<file path="config.mk">
export PLATFORM = sky130hd
export DESIGN_NAME = rv_core_top
export DESIGN_NICKNAME = d
export VERILOG_FILES = /design/src/hdl/isa_pkg.sv /design/src/hdl/pipe_pkg.sv /design/src/hdl/pipe_ifs.sv /design/src/hdl/decode_stage.sv /design/src/hdl/execute_stage.sv /design/src/hdl/result_stage.sv /design/src/hdl/rv_core_top.sv
export VERILOG_INCLUDE_DIRS = /design/src /design/src/hdl
export SDC_FILE = /design/constraint.sdc
export NUM_CORES = 2
export LEC_CHECK = 0
export ABC_AREA = 0
export ABC_CLOCK_PERIOD_IN_PS = 13300
export BUFFER_PORTS_ARGS = -buffer_cell sky130_fd_sc_hd__clkbuf_2
export CAP_MARGIN = 40
export CORE_AREA = 5 5 430 602
export CTS_CLUSTER_SIZE = 8
export DETAILED_ROUTE_END_ITERATION = 12
export DIE_AREA = 0 0 435 607
export GPL_ROUTABILITY_DRIVEN = 0
export HOLD_SLACK_MARGIN = 0.02
export MAX_ROUTING_LAYER = met4
export PLACE_DENSITY = 0.41
export SYNTH_ARGS = -nofsm -noshare
export SYNTH_HDL_FRONTEND = slang
export SYNTH_SLANG_ARGS = --single-unit
</file>
<file path="constraint.sdc">
create_clock -name clk -period 13.3 [get_ports clk]
set_input_delay 0.665 -clock clk [delete_from_list [all_inputs] [get_ports clk]]
set_output_delay 0.665 -clock clk [all_outputs]
set_load 0.005 [all_outputs]
</file>
<file path="src/hdl/core_macros.svh">
// ***************************************
// core-wide sizes and constants
// shared by every rtl file of the core
// ***************************************
`ifndef CORE_MACROS_SVH
`define CORE_MACROS_SVH

// data and address width
`define XLEN 32

// register file depth, x0 included
`define NUM_REGS 32

`define RESET_PC 32'h0000_0000  // first fetch after reset

// x17 value that turns ecall into a halt
`define HALT_CODE 10

`endif

</file>
<file path="src/hdl/isa_pkg.sv">
// ***************************************
// rv32i subset encodings
// opcodes, funct fields and the
// instruction formats as one union
// ***************************************
package isa_pkg;

  typedef enum logic [6:0] {
    OP_R      = 7'b0110011,
    OP_IMM    = 7'b0010011,
    OP_LOAD   = 7'b0000011,
    OP_STORE  = 7'b0100011,
    OP_BRANCH = 7'b1100011,
    OP_JAL    = 7'b1101111,
    OP_JALR   = 7'b1100111,
    OP_SYSTEM = 7'b1110011   // ecall only
  } opcode_e;

  // funct3 values
  localparam logic [2:0] F3_ADD_SUB = 3'b000;  // add, sub, addi
  localparam logic [2:0] F3_SLT     = 3'b010;
  localparam logic [2:0] F3_OR      = 3'b110;
  localparam logic [2:0] F3_AND     = 3'b111;
  localparam logic [2:0] F3_BEQ     = 3'b000;
  localparam logic [2:0] F3_BNE     = 3'b001;
  localparam logic [2:0] F3_WORD    = 3'b010;  // lw / sw

  localparam logic [6:0] F7_BASE = 7'b0000000;
  localparam logic [6:0] F7_SUB  = 7'b0100000;

  typedef struct packed {
    logic [6:0] funct7;
    logic [4:0] rs2;
    logic [4:0] rs1;
    logic [2:0] funct3;
    logic [4:0] rd;
    opcode_e    opcode;
  } r_fmt_t;

  typedef struct packed {
    logic [11:0] imm;
    logic [4:0]  rs1;
    logic [2:0]  funct3;
    logic [4:0]  rd;
    opcode_e     opcode;
  } i_fmt_t;

  typedef struct packed {
    logic [6:0] imm_hi;
    logic [4:0] rs2;
    logic [4:0] rs1;
    logic [2:0] funct3;
    logic [4:0] imm_lo;
    opcode_e    opcode;
  } s_fmt_t;

  // branch offset is scattered, bit 0 implied zero
  typedef struct packed {
    logic       imm12;
    logic [5:0] imm10_5;
    logic [4:0] rs2;
    logic [4:0] rs1;
    logic [2:0] funct3;
    logic [3:0] imm4_1;
    logic       imm11;
    opcode_e    opcode;
  } b_fmt_t;

  typedef struct packed {
    logic       imm20;
    logic [9:0] imm10_1;
    logic       imm11;
    logic [7:0] imm19_12;
    logic [4:0] rd;
    opcode_e    opcode;
  } j_fmt_t;

  // one word, five views
  typedef union packed {
    r_fmt_t r;
    i_fmt_t i;
    s_fmt_t s;
    b_fmt_t b;
    j_fmt_t j;
  } inst_u;

endpackage

</file>
<file path="src/hdl/pipe_pkg.sv">
// ***************************************
// pipeline types of the core
// alu ops, forward selects, control bundle
// ***************************************
package pipe_pkg;

  typedef enum logic [2:0] {
    ALU_ADD,
    ALU_SUB,
    ALU_AND,
    ALU_OR,
    ALU_SLT   // signed compare
  } alu_op_e;

  // operand source in execute
  typedef enum logic [1:0] {
    FWD_REG,  // value read in decode
    FWD_ALU,  // instruction now in ex/result
    FWD_WB    // instruction now writing back
  } fwd_sel_e;

  typedef struct packed {
    logic    reg_write;
    logic    mem_read;
    logic    mem_write;
    logic    alu_src;    // imm as operand b
    alu_op_e alu_op;
    logic    branch;
    logic    branch_ne;  // bne when set, else beq
    logic    is_jal;
    logic    is_jalr;
    logic    pc_to_reg;  // rd gets pc+4
    logic    is_halt;
  } ctrl_t;

endpackage

</file>
<file path="src/hdl/pipe_ifs.sv">
// ***************************************
// stage to stage interfaces of the core
// id/ex bundle, ex/result bundle and
// the register writeback port
// ***************************************
`include "core_macros.svh"

interface id_ex_if import pipe_pkg::*; ();
  logic             valid;
  ctrl_t            ctrl;
  logic [`XLEN-1:0] pc;
  logic [`XLEN-1:0] pc_plus_4;
  logic [4:0]       rs1;
  logic [4:0]       rs2;
  logic [`XLEN-1:0] rs1_data;
  logic [`XLEN-1:0] rs2_data;
  logic [`XLEN-1:0] imm;
  logic [4:0]       rd;

  modport source (output valid, ctrl, pc, pc_plus_4, rs1, rs2, rs1_data, rs2_data, imm, rd);
  modport sink (input valid, ctrl, pc, pc_plus_4, rs1, rs2, rs1_data, rs2_data, imm, rd);
endinterface

interface ex_res_if import pipe_pkg::*; ();
  logic             valid;
  ctrl_t            ctrl;
  logic [`XLEN-1:0] alu_out;
  logic [`XLEN-1:0] store_data;
  logic [`XLEN-1:0] link;
  logic [4:0]       rd;
  logic [`XLEN-1:0] fwd_value;  // result value as seen by forwarding
  logic             busy;       // load data not there yet

  modport source (output valid, ctrl, alu_out, store_data, link, rd, input fwd_value, busy);
  modport sink (input valid, ctrl, alu_out, store_data, link, rd, output fwd_value, busy);
endinterface

interface wb_if ();
  logic             we;
  logic [4:0]       rd;
  logic [`XLEN-1:0] data;

  modport source (output we, rd, data);
  modport sink (input we, rd, data);
endinterface

</file>
<file path="src/hdl/decode_stage.sv">
// ***************************************
// fetch and decode stage
// pc, if/id register, decoder, immediates,
// register file, load-use stall, halt
// ***************************************
`include "core_macros.svh"

module decode_stage import isa_pkg::*, pipe_pkg::*; (
  input  logic             clk,
  input  logic             reset,
  output logic [`XLEN-1:0] imem_addr,
  input  logic [`XLEN-1:0] imem_data,
  input  logic             redirect_valid,
  input  logic [`XLEN-1:0] redirect_target,
  input  logic             stall_all,
  input  logic             halted,
  id_ex_if.source          id_ex,
  wb_if.sink               wb,
  input  logic [`XLEN-1:0] fwd_alu
);
  logic [`XLEN-1:0] pc;
  logic [`XLEN-1:0] if_inst;
  logic [`XLEN-1:0] if_pc;
  logic             if_valid;
  logic [`XLEN-1:0] regs [`NUM_REGS];
  inst_u            ir;
  opcode_e          opc;
  logic             is_ecall;
  logic             use_rs1;
  logic             use_rs2;
  logic [4:0]       rs1_sel;
  logic [`XLEN-1:0] rs1_val;
  logic [`XLEN-1:0] rs2_val;
  logic [`XLEN-1:0] x17_val;
  logic [`XLEN-1:0] imm;
  ctrl_t            dec_ctrl;
  logic             x17_in_res;     // ex/result is writing x17
  logic             halt_pending;   // halting ecall still in flight
  logic             freeze;
  logic             load_use_stall;
  logic             issue;

  // register read with same-cycle writeback bypass
  function automatic logic [`XLEN-1:0] rf_read(input logic [4:0] a);
    if (a == 5'd0)
      return '0;  // x0 always zero
    if (wb.we && wb.rd == a)
      return wb.data;
    return regs[a];
  endfunction

  function automatic alu_op_e f3_to_alu(input logic [2:0] f3, input logic sub);
    case (f3)
      F3_SLT:  return ALU_SLT;
      F3_OR:   return ALU_OR;
      F3_AND:  return ALU_AND;
      default: return sub ? ALU_SUB : ALU_ADD;
    endcase
  endfunction

  assign imem_addr = pc;
  assign ir        = if_inst;
  assign opc       = ir.r.opcode;
  assign is_ecall  = (opc == OP_SYSTEM);
  assign rs1_sel   = is_ecall ? 5'd17 : ir.r.rs1;  // ecall looks at a7
  assign use_rs1   = (opc != OP_JAL);
  assign use_rs2   = (opc == OP_R) || (opc == OP_STORE) || (opc == OP_BRANCH);

  assign rs1_val = rf_read(rs1_sel);
  assign rs2_val = rf_read(ir.r.rs2);
  assign x17_val = x17_in_res ? fwd_alu : rs1_val;  // newest copy of x17

  // one bubble behind a load, and ecall waits for an x17 writer in execute
  assign load_use_stall = if_valid && id_ex.valid && id_ex.rd != 5'd0 &&
    ((id_ex.ctrl.mem_read &&
      ((use_rs1 && id_ex.rd == rs1_sel) || (use_rs2 && id_ex.rd == ir.r.rs2))) ||
     (is_ecall && id_ex.ctrl.reg_write && id_ex.rd == rs1_sel));

  assign freeze = halt_pending || halted;
  assign issue  = if_valid && !load_use_stall && !redirect_valid && !freeze;

  always_comb begin
    dec_ctrl = '0;
    case (opc)
      OP_R: begin
        dec_ctrl.reg_write = 1'b1;
        dec_ctrl.alu_op    = f3_to_alu(ir.r.funct3, ir.r.funct7 == F7_SUB);
      end
      OP_IMM: begin
        dec_ctrl.reg_write = 1'b1;
        dec_ctrl.alu_src   = 1'b1;
        dec_ctrl.alu_op    = f3_to_alu(ir.i.funct3, 1'b0);  // no subi
      end
      OP_LOAD: begin
        dec_ctrl.reg_write = 1'b1;
        dec_ctrl.mem_read  = 1'b1;
        dec_ctrl.alu_src   = 1'b1;
      end
      OP_STORE: begin
        dec_ctrl.mem_write = 1'b1;
        dec_ctrl.alu_src   = 1'b1;
      end
      OP_BRANCH: begin
        dec_ctrl.branch    = 1'b1;
        dec_ctrl.branch_ne = (ir.b.funct3 == F3_BNE);
      end
      OP_JAL: begin
        dec_ctrl.reg_write = 1'b1;
        dec_ctrl.is_jal    = 1'b1;
        dec_ctrl.pc_to_reg = 1'b1;
      end
      OP_JALR: begin
        dec_ctrl.reg_write = 1'b1;
        dec_ctrl.is_jalr   = 1'b1;
        dec_ctrl.pc_to_reg = 1'b1;
        dec_ctrl.alu_src   = 1'b1;  // target = rs1 + imm
      end
      OP_SYSTEM: dec_ctrl.is_halt = (x17_val == `HALT_CODE);  // else a nop
      default: ;
    endcase
  end

  always_comb begin
    case (opc)
      OP_STORE:  imm = {{(`XLEN-12){ir.s.imm_hi[6]}}, ir.s.imm_hi, ir.s.imm_lo};
      OP_BRANCH: imm = {{(`XLEN-13){ir.b.imm12}}, ir.b.imm12, ir.b.imm11,
                        ir.b.imm10_5, ir.b.imm4_1, 1'b0};
      OP_JAL:    imm = {{(`XLEN-21){ir.j.imm20}}, ir.j.imm20, ir.j.imm19_12,
                        ir.j.imm11, ir.j.imm10_1, 1'b0};
      default:   imm = {{(`XLEN-12){ir.i.imm[11]}}, ir.i.imm};
    endcase
  end

  always_ff @(posedge clk) begin
    if (wb.we && wb.rd != 5'd0)
      regs[wb.rd] <= wb.data;
  end

  // pc and if/id
  always_ff @(posedge clk) begin
    if (reset) begin
      pc       <= `RESET_PC;
      if_valid <= 1'b0;
    end else if (!stall_all) begin
      if (redirect_valid) begin
        pc       <= redirect_target;
        if_valid <= 1'b0;  // kill the fetch in flight
      end else if (freeze) begin
        if_valid <= 1'b0;  // fetch stops here
      end else if (!load_use_stall) begin
        pc       <= pc + `XLEN'd4;
        if_valid <= 1'b1;
        if_inst  <= imem_data;
        if_pc    <= pc;
      end
    end
  end

  // id/ex control
  always_ff @(posedge clk) begin
    if (reset) begin
      id_ex.valid  <= 1'b0;
      id_ex.ctrl   <= '0;
      x17_in_res   <= 1'b0;
      halt_pending <= 1'b0;
    end else if (!stall_all) begin
      id_ex.valid <= issue;  // bubble on stall, redirect or halt
      id_ex.ctrl  <= dec_ctrl;
      x17_in_res  <= id_ex.valid && id_ex.ctrl.reg_write && id_ex.rd == 5'd17;
      if (issue && dec_ctrl.is_halt)
        halt_pending <= 1'b1;
      else if (halted)
        halt_pending <= 1'b0;  // halted takes over
    end
  end

  always_ff @(posedge clk) begin
    if (!stall_all) begin
      id_ex.pc        <= if_pc;
      id_ex.pc_plus_4 <= if_pc + `XLEN'd4;
      id_ex.rs1       <= rs1_sel;
      id_ex.rs2       <= ir.r.rs2;
      id_ex.rs1_data  <= rs1_val;
      id_ex.rs2_data  <= rs2_val;
      id_ex.imm       <= imm;
      id_ex.rd        <= ir.r.rd;
    end
  end

endmodule

</file>
<file path="src/hdl/execute_stage.sv">
// ***************************************
// execute stage
// operand forwarding, alu, branch and
// jump resolution, ex/result register
// ***************************************
`include "core_macros.svh"

module execute_stage import pipe_pkg::*; (
  input  logic             clk,
  input  logic             reset,
  id_ex_if.sink            id_ex,
  ex_res_if.source         ex_res,
  wb_if.sink               wb,
  input  logic             stall_all,
  output logic             redirect_valid,
  output logic [`XLEN-1:0] redirect_target
);
  fwd_sel_e         sel_a;
  fwd_sel_e         sel_b;
  logic [`XLEN-1:0] op_a;
  logic [`XLEN-1:0] op_b_reg;  // rs2 after forwarding, also store data
  logic [`XLEN-1:0] op_b;
  logic [`XLEN-1:0] alu_out;
  logic             taken;

  function automatic fwd_sel_e pick_src(input logic [4:0] r);
    if (r == 5'd0)
      return FWD_REG;
    if (ex_res.valid && ex_res.ctrl.reg_write && !ex_res.busy && ex_res.rd == r)
      return FWD_ALU;  // youngest producer wins
    if (wb.we && wb.rd == r)
      return FWD_WB;
    return FWD_REG;
  endfunction

  function automatic logic [`XLEN-1:0] fwd_mux(input fwd_sel_e s,
                                               input logic [`XLEN-1:0] reg_val);
    case (s)
      FWD_ALU: return ex_res.fwd_value;  // link for jumps
      FWD_WB:  return wb.data;
      default: return reg_val;
    endcase
  endfunction

  assign sel_a    = pick_src(id_ex.rs1);
  assign sel_b    = pick_src(id_ex.rs2);
  assign op_a     = fwd_mux(sel_a, id_ex.rs1_data);
  assign op_b_reg = fwd_mux(sel_b, id_ex.rs2_data);
  assign op_b     = id_ex.ctrl.alu_src ? id_ex.imm : op_b_reg;

  always_comb begin
    case (id_ex.ctrl.alu_op)
      ALU_SUB: alu_out = op_a - op_b;
      ALU_AND: alu_out = op_a & op_b;
      ALU_OR:  alu_out = op_a | op_b;
      ALU_SLT: alu_out = {{(`XLEN-1){1'b0}}, $signed(op_a) < $signed(op_b)};
      default: alu_out = op_a + op_b;
    endcase
  end

  // beq / bne compare the raw register operands
  assign taken = id_ex.ctrl.branch &&
                 (id_ex.ctrl.branch_ne ? (op_a != op_b_reg) : (op_a == op_b_reg));

  assign redirect_valid  = id_ex.valid && (taken || id_ex.ctrl.is_jal || id_ex.ctrl.is_jalr);
  assign redirect_target = id_ex.ctrl.is_jalr ? {alu_out[`XLEN-1:1], 1'b0}
                                              : id_ex.pc + id_ex.imm;

  always_ff @(posedge clk) begin
    if (reset) begin
      ex_res.valid <= 1'b0;
      ex_res.ctrl  <= '0;
    end else if (!stall_all) begin
      ex_res.valid <= id_ex.valid;
      ex_res.ctrl  <= id_ex.ctrl;
    end
  end

  always_ff @(posedge clk) begin
    if (!stall_all) begin
      ex_res.alu_out    <= alu_out;   // also the bus address
      ex_res.store_data <= op_b_reg;
      ex_res.link       <= id_ex.pc_plus_4;
      ex_res.rd         <= id_ex.rd;
    end
  end

endmodule

</file>
<file path="src/hdl/result_stage.sv">
// ***************************************
// result stage
// wishbone classic master for lw / sw,
// writeback select and halt flag
// ***************************************
`include "core_macros.svh"

module result_stage import pipe_pkg::*; (
  input  logic             clk,
  input  logic             reset,
  ex_res_if.sink           ex_res,
  wb_if.source             wb,
  output logic             stall_all,
  output logic             halted,
  output logic             wb_cyc,
  output logic             wb_stb,
  output logic             wb_we,
  output logic [`XLEN-1:0] wb_adr,
  output logic [`XLEN-1:0] wb_dat_w,
  input  logic [`XLEN-1:0] wb_dat_r,
  input  logic             wb_ack
);
  typedef enum logic {
    S_IDLE,  // bus cycle runs here while a mem op waits
    S_DONE   // acked, writeback cycle
  } state_e;

  state_e           state;
  logic             mem_op;
  logic [`XLEN-1:0] load_data;

  assign mem_op = ex_res.valid && (ex_res.ctrl.mem_read || ex_res.ctrl.mem_write);

  // cyc rises with the op in ex/result, drops the cycle after ack
  assign wb_cyc   = mem_op && state == S_IDLE;
  assign wb_stb   = wb_cyc;
  assign wb_we    = wb_cyc && ex_res.ctrl.mem_write;
  assign wb_adr   = ex_res.alu_out;
  assign wb_dat_w = ex_res.store_data;

  assign stall_all   = mem_op && state != S_DONE;  // freeze until writeback cycle
  assign ex_res.busy = ex_res.valid && ex_res.ctrl.mem_read && state != S_DONE;

  always_comb begin
    if (ex_res.ctrl.mem_read)
      ex_res.fwd_value = load_data;
    else if (ex_res.ctrl.pc_to_reg)
      ex_res.fwd_value = ex_res.link;  // jal / jalr
    else
      ex_res.fwd_value = ex_res.alu_out;
  end

  always_ff @(posedge clk) begin
    if (reset)
      state <= S_IDLE;
    else if (state == S_IDLE && wb_cyc && wb_ack)
      state <= S_DONE;
    else if (state == S_DONE)
      state <= S_IDLE;  // op leaves ex/result on this edge
  end

  always_ff @(posedge clk) begin
    if (wb_cyc && wb_ack)
      load_data <= wb_dat_r;  // sampled with ack
  end

  // writeback register, holds during a stall so forwarding stays valid
  always_ff @(posedge clk) begin
    if (reset) begin
      wb.we  <= 1'b0;
      halted <= 1'b0;
    end else if (!stall_all) begin
      wb.we <= ex_res.valid && ex_res.ctrl.reg_write;
      if (ex_res.valid && ex_res.ctrl.is_halt)
        halted <= 1'b1;  // sticky till reset
    end
  end

  always_ff @(posedge clk) begin
    if (!stall_all) begin
      wb.rd   <= ex_res.rd;
      wb.data <= ex_res.fwd_value;
    end
  end

endmodule

</file>
<file path="src/hdl/rv_core_top.sv">
// ***************************************
// rv32i subset core top level
// three stages, wishbone data port,
// combinational instruction port
// ***************************************
`include "core_macros.svh"

module rv_core_top (
  input  logic             clk,
  input  logic             reset,
  output logic [`XLEN-1:0] imem_addr,
  input  logic [`XLEN-1:0] imem_data,
  output logic             wb_cyc,
  output logic             wb_stb,
  output logic             wb_we,
  output logic [`XLEN-1:0] wb_adr,
  output logic [`XLEN-1:0] wb_dat_w,
  input  logic [`XLEN-1:0] wb_dat_r,
  input  logic             wb_ack,
  output logic             halted
);
  logic             stall_all;
  logic             redirect_valid;
  logic [`XLEN-1:0] redirect_target;

  id_ex_if  id_ex ();
  ex_res_if ex_res ();
  wb_if     wb ();

  decode_stage u_decode (
    .clk             (clk),
    .reset           (reset),
    .imem_addr       (imem_addr),
    .imem_data       (imem_data),
    .redirect_valid  (redirect_valid),
    .redirect_target (redirect_target),
    .stall_all       (stall_all),
    .halted          (halted),
    .id_ex           (id_ex.source),
    .wb              (wb.sink),
    .fwd_alu         (ex_res.fwd_value)  // ecall x17 bypass
  );

  execute_stage u_execute (
    .clk             (clk),
    .reset           (reset),
    .id_ex           (id_ex.sink),
    .ex_res          (ex_res.source),
    .wb              (wb.sink),
    .stall_all       (stall_all),
    .redirect_valid  (redirect_valid),
    .redirect_target (redirect_target)
  );

  result_stage u_result (
    .clk       (clk),
    .reset     (reset),
    .ex_res    (ex_res.sink),
    .wb        (wb.source),
    .stall_all (stall_all),
    .halted    (halted),
    .wb_cyc    (wb_cyc),
    .wb_stb    (wb_stb),
    .wb_we     (wb_we),
    .wb_adr    (wb_adr),
    .wb_dat_w  (wb_dat_w),
    .wb_dat_r  (wb_dat_r),
    .wb_ack    (wb_ack)
  );

endmodule

</file>
* Word-level counts from Yosys, hierarchy flattened
Memory sizes are Yosys's and may differ from the RTL's. A register that Yosys moved wholly into a read port is not among the register bits.
Cells that the tools add are included.
** Operators by class
- Bitwise gates (word level) :: 8
- Order comparisons :: 1
- Reduce and logical (&&, ||, !) cells :: 61
- Equality and inequality tests :: 37
- Add/subtract/negate cells :: 5
- Mux-type cells :: 74
** Operator list (number)
- $mux W32 :: 16
- $pmux W32 S2 :: 2
- $pmux W32 S4 :: 1
- $add A32 B3 Y32 const B :: 2
- $add A32 B32 Y32 :: 2
- $pmux W20 S3 :: 1
- $eq A5 B5 Y1 :: 8
- $mux W1 :: 36
- $logic_and A1 B1 Y1 :: 34
- $and A32 B32 Y32 :: 1
- $eq A32 B32 Y1 :: 1
- $eq A32 B4 Y1 const B :: 1
- $lt A32 B32 Y1 :: 1
- $ne A32 B32 Y1 :: 1
- $or A32 B32 Y32 :: 1
- $sub A32 B32 Y32 :: 1
- $eq A7 B7 Y1 const B :: 4
- $mux W2 :: 13
- $eq A7 B6 Y1 const B :: 3
- $logic_not A5 Y1 :: 4
- $pmux W3 S3 :: 2
- $mux W5 :: 2
- $reduce_bool A5 Y1 :: 2
- $eq A3 B2 Y1 const B :: 3
- 21 further kinds :: 44
** Word-level totals
- RAM bits :: 1024
- Memories :: 1
- Logic and storage cells :: 229
- Flip-flop bits (word level) :: 456
** Memories
- u_decode.regs :: depth 32, width 32, read ports 2, clocked after Yosys merged registers in 1, wr ports 1, line decode_stage.sv:25 : logic [`XLEN-1:0] regs [`NUM_REGS];

* Depth between registers and ports, before layout
- Depth in word-level cells :: 26
- Mapped depth :: 27
- Gate-level depth less buffers :: 24

* Modules after synthesis
A second synthesis with hierarchy kept.
** Second synthesis, totals
- Cells, all modules :: 5423
- Area, all modules :: 76045.4 µm²
** Modules (own cells, without submodules)
- decode_stage :: cells an instance 3608, times used 1, area an instance 60045.1 µm²
- execute_stage :: cells an instance 1555, times used 1, area an instance 12544.5 µm²
- result_stage :: cells an instance 260, times used 1, area an instance 3455.8 µm²

* Least setup slack after synthesis
OpenSTA, ideal clock, no wires.
- Path type :: reg2reg
- Start point :: register, netlist name u_execute.ex_res.ctrl[11]
- End point :: register u_decode.id_ex.imm[0] (enable)
- Library setup time :: 0.781 ns
- Stages on the path, launching flop included :: 7
- Clock period less this slack :: 10.696 ns
- Required time :: 12.519 ns
- Arrival :: 9.914 ns
- Slack :: 2.604 ns
- Path through :: dfxtp_1 > clkbuf_1 > clkbuf_1 > clkbuf_1 > o21ai_0 > clkbuf_1 > clkbuf_1
** On the way
- Cells in the longest elaborated chain, start to end :: 3
** Ends and longest elaborated chain
- $logic_or A1 B1 Y1 :: line result_stage.sv:32 : assign mem_op = ex_res.valid && (ex_res.ctrl.mem_read || ex_res.ctrl.mem_write);
- $logic_and A1 B1 Y1 :: line result_stage.sv:32
- $logic_and A1 B1 Y1 :: line result_stage.sv:41 : assign stall_all = mem_op && state != S_DONE;
- to (decl) :: line pipe_ifs.sv:20 : modport source (output valid, ctrl, pc, pc_plus_4, rs1, rs2, rs1_data, rs2_data, imm, rd);
No other way between the ends.
A chain may end at the register's enable or synchronous reset.

* Final worst setup path
- Start point :: register, netlist name u_execute.ex_res.ctrl[11]
- End point :: register u_decode.pc[30], in the netlist u_decode.imem_addr[30]
** On the way
- Cells in the longest elaborated chain, start to end :: 20
- Elaborated cells between the ends (all ways) :: 49
- Those cells by class :: 2 x add/sub; 8 x eq/ne; 22 x mux; 3 x bitwise; 14 x reduce/logical
** Ends and longest elaborated chain
- $logic_and A1 B1 Y1 (2 in a row) :: line result_stage.sv:42 : assign ex_res.busy = ex_res.valid && ex_res.ctrl.mem_read && state != S_DONE;
- $logic_not A1 Y1 :: line execute_stage.sv:29 : if (ex_res.valid && ex_res.ctrl.reg_write && !ex_res.busy && ex_res.rd == r)
- $logic_and A1 B1 Y1 (2 in a row) :: line execute_stage.sv:29
- $mux W2 :: line execute_stage.sv:29
- $mux W2 :: line execute_stage.sv:31 : if (wb.we && wb.rd == r)
- $mux W2 :: line execute_stage.sv:33 : return FWD_REG;
- $mux W2 :: line execute_stage.sv:31
- $mux W2 :: line execute_stage.sv:29
- $eq A2 B2 Y1 / $eq A2 B1 Y1 (equally long branches) :: line execute_stage.sv:38 : case (s)
- $pmux W32 S2 * :: line execute_stage.sv:38
- named net u_execute.op_b_reg[0] :: line execute_stage.sv:21 : logic [`XLEN-1:0] op_b_reg;
- parallel branches: the longest is 8 deep, another holds $add A32 B32 Y32
- to (signal assigned) :: line decode_stage.sv:142 : pc <= `RESET_PC;
- to (signal assigned) :: line decode_stage.sv:146 : pc <= redirect_target;
- to (signal assigned) :: line decode_stage.sv:151 : pc <= pc + `XLEN'd4;
- to (decl) :: line decode_stage.sv:21 : logic [`XLEN-1:0] pc;
Mark *: on every way through the listed nets, which the timed path passes. The select of a mux whose other input is x is not followed.

==> run_results.csv <==
group,metric,value,unit
cts,cts_root_buf,"clkbuf_16",
global_route,grt_max_degree,154,
logic_synthesis,ys_seq_area_share,58.2,%
placed_design,dp_hpwl,232,mm
die,fp-row-count,219,
run,cap_violations,0,
placed_design,post-place-ws,5.77,ns
drt,detail_route.wl_per_cell,37.8,um
final_layout,fillCellCount,24500,
drt,initialDrtViolationCount,5930,
logic_synthesis,ys_ff_latch,1483,
drt,firstDrtPassIters,5,
final_layout,drive_gt1_share,21.9,%
die,io_pins,167,
sta,period_needed,7.59,ns
sta,skew,0.0713,ns
final_layout,fin_nets,6054,
logic_synthesis,synth_ff_type,"edfxtp_1",
setup_path,cp-start-kind,"flip-flop",
setup_path,reg2reg_slack,5.71,ns
drt,viasPerCell,5.98,
power_and_ir_drop,p_sw,4380,uW
cts,post_cts_buffers,0,
die,core,253000,um2
cts,cts_buffers,212,
logic_synthesis,syn_area,75400,um2
logic_synthesis,synthArstFlopShare,0,%
sta,hold_viol_final,0,
sta,fin_ws,5.71,ns
sta,worstMarginPinSlew,0.997,ns
drt,wirelength,349,mm
power_and_ir_drop,p_seq_share,43.7,%
power_and_ir_drop,sw_frac_of_total,31.2,%
cts,clkLatencyLatePin,0.88,ns
min_path,min-delay-path-class,"in2reg",
sta,rsz0062_at_grt,"no",
die,dieArea,264000,um2
power_and_ir_drop,power_leakage,0.0299,uW
logic_synthesis,ys_types,97,
sta,min_period_over_period,57.1,%
sta,fmax,132,MHz
cts,htreeDepth,4,
die,die_x,435,um
power_and_ir_drop,power,14000,uW
global_route,grt_pass1_wl,474,mm
power_and_ir_drop,power_density,159,nW/um2
power_and_ir_drop,internal-power,9640,uW
logic_synthesis,yosysWarnings,0,
cts,clkSinkCount,1483,
logic_synthesis,synth-edff-count,1420,
cts,clockBufferDepth,4,
drt,post-route-drc-count,0,
cts,clkTransAtPathRegs,0.05,ns
status,status,"finished clean",
die,die_h,607,um
power_and_ir_drop,power.share.clock,35.1,%
setup_path,critPathMaxFanout,64,
sta,relSlewSlack,32.8,%
placed_design,portBuffers,166,
logic_synthesis,syn_inst,5495,
power_and_ir_drop,ir_drop,0.0000983,V
power_and_ir_drop,power_frac_comb,21.2,%
sta,fin_setup_tns,0,ns
global_route,grt_pass1_vias,55500,
logic_synthesis,avgSynthCellArea,13.7,um2
global_route,track_usage,26.4,%
setup_path,crit_required,14.06,ns
sta,setup_violations,0,
die,initial_core_util,29.8,%
global_route,antenna_found_initial,18,
cts,cts_tree,"yes",
drt,ant_nets,0,
setup_path,crit_type,"reg2reg",
final_layout,final_common_cell,"edfxtp_1",
drt,vias,55200,
setup_path,crit_arrival,8.35,ns
setup_path,end_kind,"flip-flop",
final_layout,layout_common_cells,"1420 x edfxtp_1, 388 x mux4_2, 340 x nand2_1, 318 x a21oi_1, 270 x nor2_1",
sta,hold_ws,0.120,ns
global_route,overflow,0,
sta,maxSlewViolCount,0,
final_layout,syn2layout_area_growth,17.1,%
## through the flow
step,utilization (%),cell area [um2],instances
3_5_place_dp,32.4,82000,8892
3_3_place_gp,32.1,81200,8837
2_1_floorplan,-,75500,5526
5_1_grt,34.9,88200,9224
4_1_cts,34.9,88200,9217
6_report,34.9,88300,9231
## synthesized netlist by cell type (all sizes together) (13+ instances only)
cell type	n	area [um2]
nor4	31	224
nand3	104	538
inv	177	664
dfxtp	63	1260
nand4	55	344
mux2i	173	1730
nor3	62	310
clkbuf	280	1050
a21o	55	413
o21bai	22	165
a22oi	61	458
and3	37	231
nand2b	26	163
xor2	47	412
buf	130	616
a211o	23	201
o221ai	36	315
or4	13	97.6
a21oi	323	1620
o211ai	61	458
xnor2	80	701
edfxtp	1420	42600
a221oi	70	613
a2111oi	28	245
or3	18	118
a31oi	61	382
a221o	18	180
o31ai	18	135
nor2	298	1140
ha	132	1650
and2	27	169
o21a	17	128
and4	26	228
o311ai	28	245
o22ai	52	325
o21ai	251	1270
nor2b	42	263
mux4	388	8740
o32ai	21	184
a311oi	19	173
mux2	104	1170
nand2	342	1290
a211oi	112	851
## repair_timing
| item | in CTS | in global routing |
|---|---|---|
| setup endpoints to repair | 0 | 0 |
| endpoints found under the hold margin | 65 | 0 |
| hold buffers | 61 | 0 |
| resized for setup | 0 | 0 |
## sequential cells by signal (all words and copies together), names as in the netlist, 5 cells and up, named ones only
| name | cells |
|---|---|
| u_result.load_data | 32 |
| u_execute.ex_res.ctrl | 5 |
| u_decode.if_inst | 32 |
| u_decode.id_ex.rs1 | 5 |
| u_execute.ex_res.alu_out | 32 |
| u_decode.if_pc | 32 |
| u_decode.id_ex.rs2 | 5 |
| u_result.wb.data | 32 |
| u_execute.ex_res.link | 32 |
| u_decode.id_ex.ctrl | 13 |
| u_decode.id_ex.rs2_data | 32 |
| u_decode.regs | 1024 |
| u_decode.imem_addr | 32 |
| u_execute.ex_res.store_data | 32 |
| u_decode.id_ex.rs1_data | 32 |
| u_decode.id_ex.pc | 30 |
| u_decode.id_ex.rd | 5 |
| u_result.wb.rd | 5 |
| u_decode.id_ex.pc_plus_4 | 32 |
| u_execute.ex_res.rd | 5 |
| u_decode.id_ex.imm | 21 |
## power groups by stage
stage	Combinational, uW	Sequential, uW	Clock, uW
3_3_place_gp	2830	6250	0
6_report	2970	6130	4920
4_1_cts	2930	6130	5020
2_1_floorplan	1220	6300	0
3_5_place_dp	2910	6220	0
5_1_grt	3090	6140	5180
## per-layer routing
layer	GRT usage [%]	wire length, um	vias to the layer above
li1	-	-	22600
met1	30.0	131000	29200
met2	45.3	175000	2684
met3	3.44	19700	762
met4	14.2	23600	0
met5	-	0	-
## layout make-up
| cell class | instances | area (um2) | area share, % |
|---|---|---|---|
| diodes | 14 | 35.0 | 0.0397 |
| flip-flops and latches | 1483 | 43900 | 49.8 |
| inverters | 184 | 694 | 0.787 |
| clock buffers | 259 | 5570 | 6.31 |
| repair buffers | 522 | 4120 | 4.67 |
| clock inverters | 5 | 57.6 | 0.0652 |
| multi-input cells | 3449 | 29700 | 33.7 |
| well taps | 3315 | 4150 | 4.70 |
## worst max-delay path, stage by stage (launching register included)
cell	delay (ns)
dfxtp_2	0.55
nor2b_1	0.36
nor4_1	0.10
and4_1	0.22
or4_1	0.57
ha_2	0.34
buf_4	0.47
o21ai_0	0.33
mux2i_1	0.27
inv_1	0.11
ha_1	0.25
fa_1	0.48
a21oi_1	0.27
o21ai_0	0.24
a41oi_1	0.52
o21ai_0	0.42
a31o_2	0.34
and2_1	0.17
a221o_1	0.31
o21ai_0	0.23
a31oi_1	0.15
o31ai_1	0.55
a31oi_1	0.16
o21ai_0	0.11
## worst paths after layout
kind                                                   start                   endpoint  cells past startpoint
worst max-delay path               u_execute.ex_res.ctrl[11]     u_decode.imem_addr[30]                     23
worst min register to register  u_decode.id_ex.pc_plus_4[17]  u_execute.ex_res.link[17]                      0
worst max register to register     u_execute.ex_res.ctrl[11]     u_decode.imem_addr[30]                     23
worst min-delay path                            imem_data[7]        u_decode.if_inst[7]                      1
## cell families after synthesis
family          Yosys count  synth area share (%)
compound gates         1378                  12.4
xor+xnor                127                  1.48
fa+ha+maj               135                  2.27
buf+inv                 594                  3.13
flops                  1483                  58.2
mux                     665                  15.4
other cells               1               0.00497
simple gates           1112                  7.11
Power figures use the tool's default switching activity.
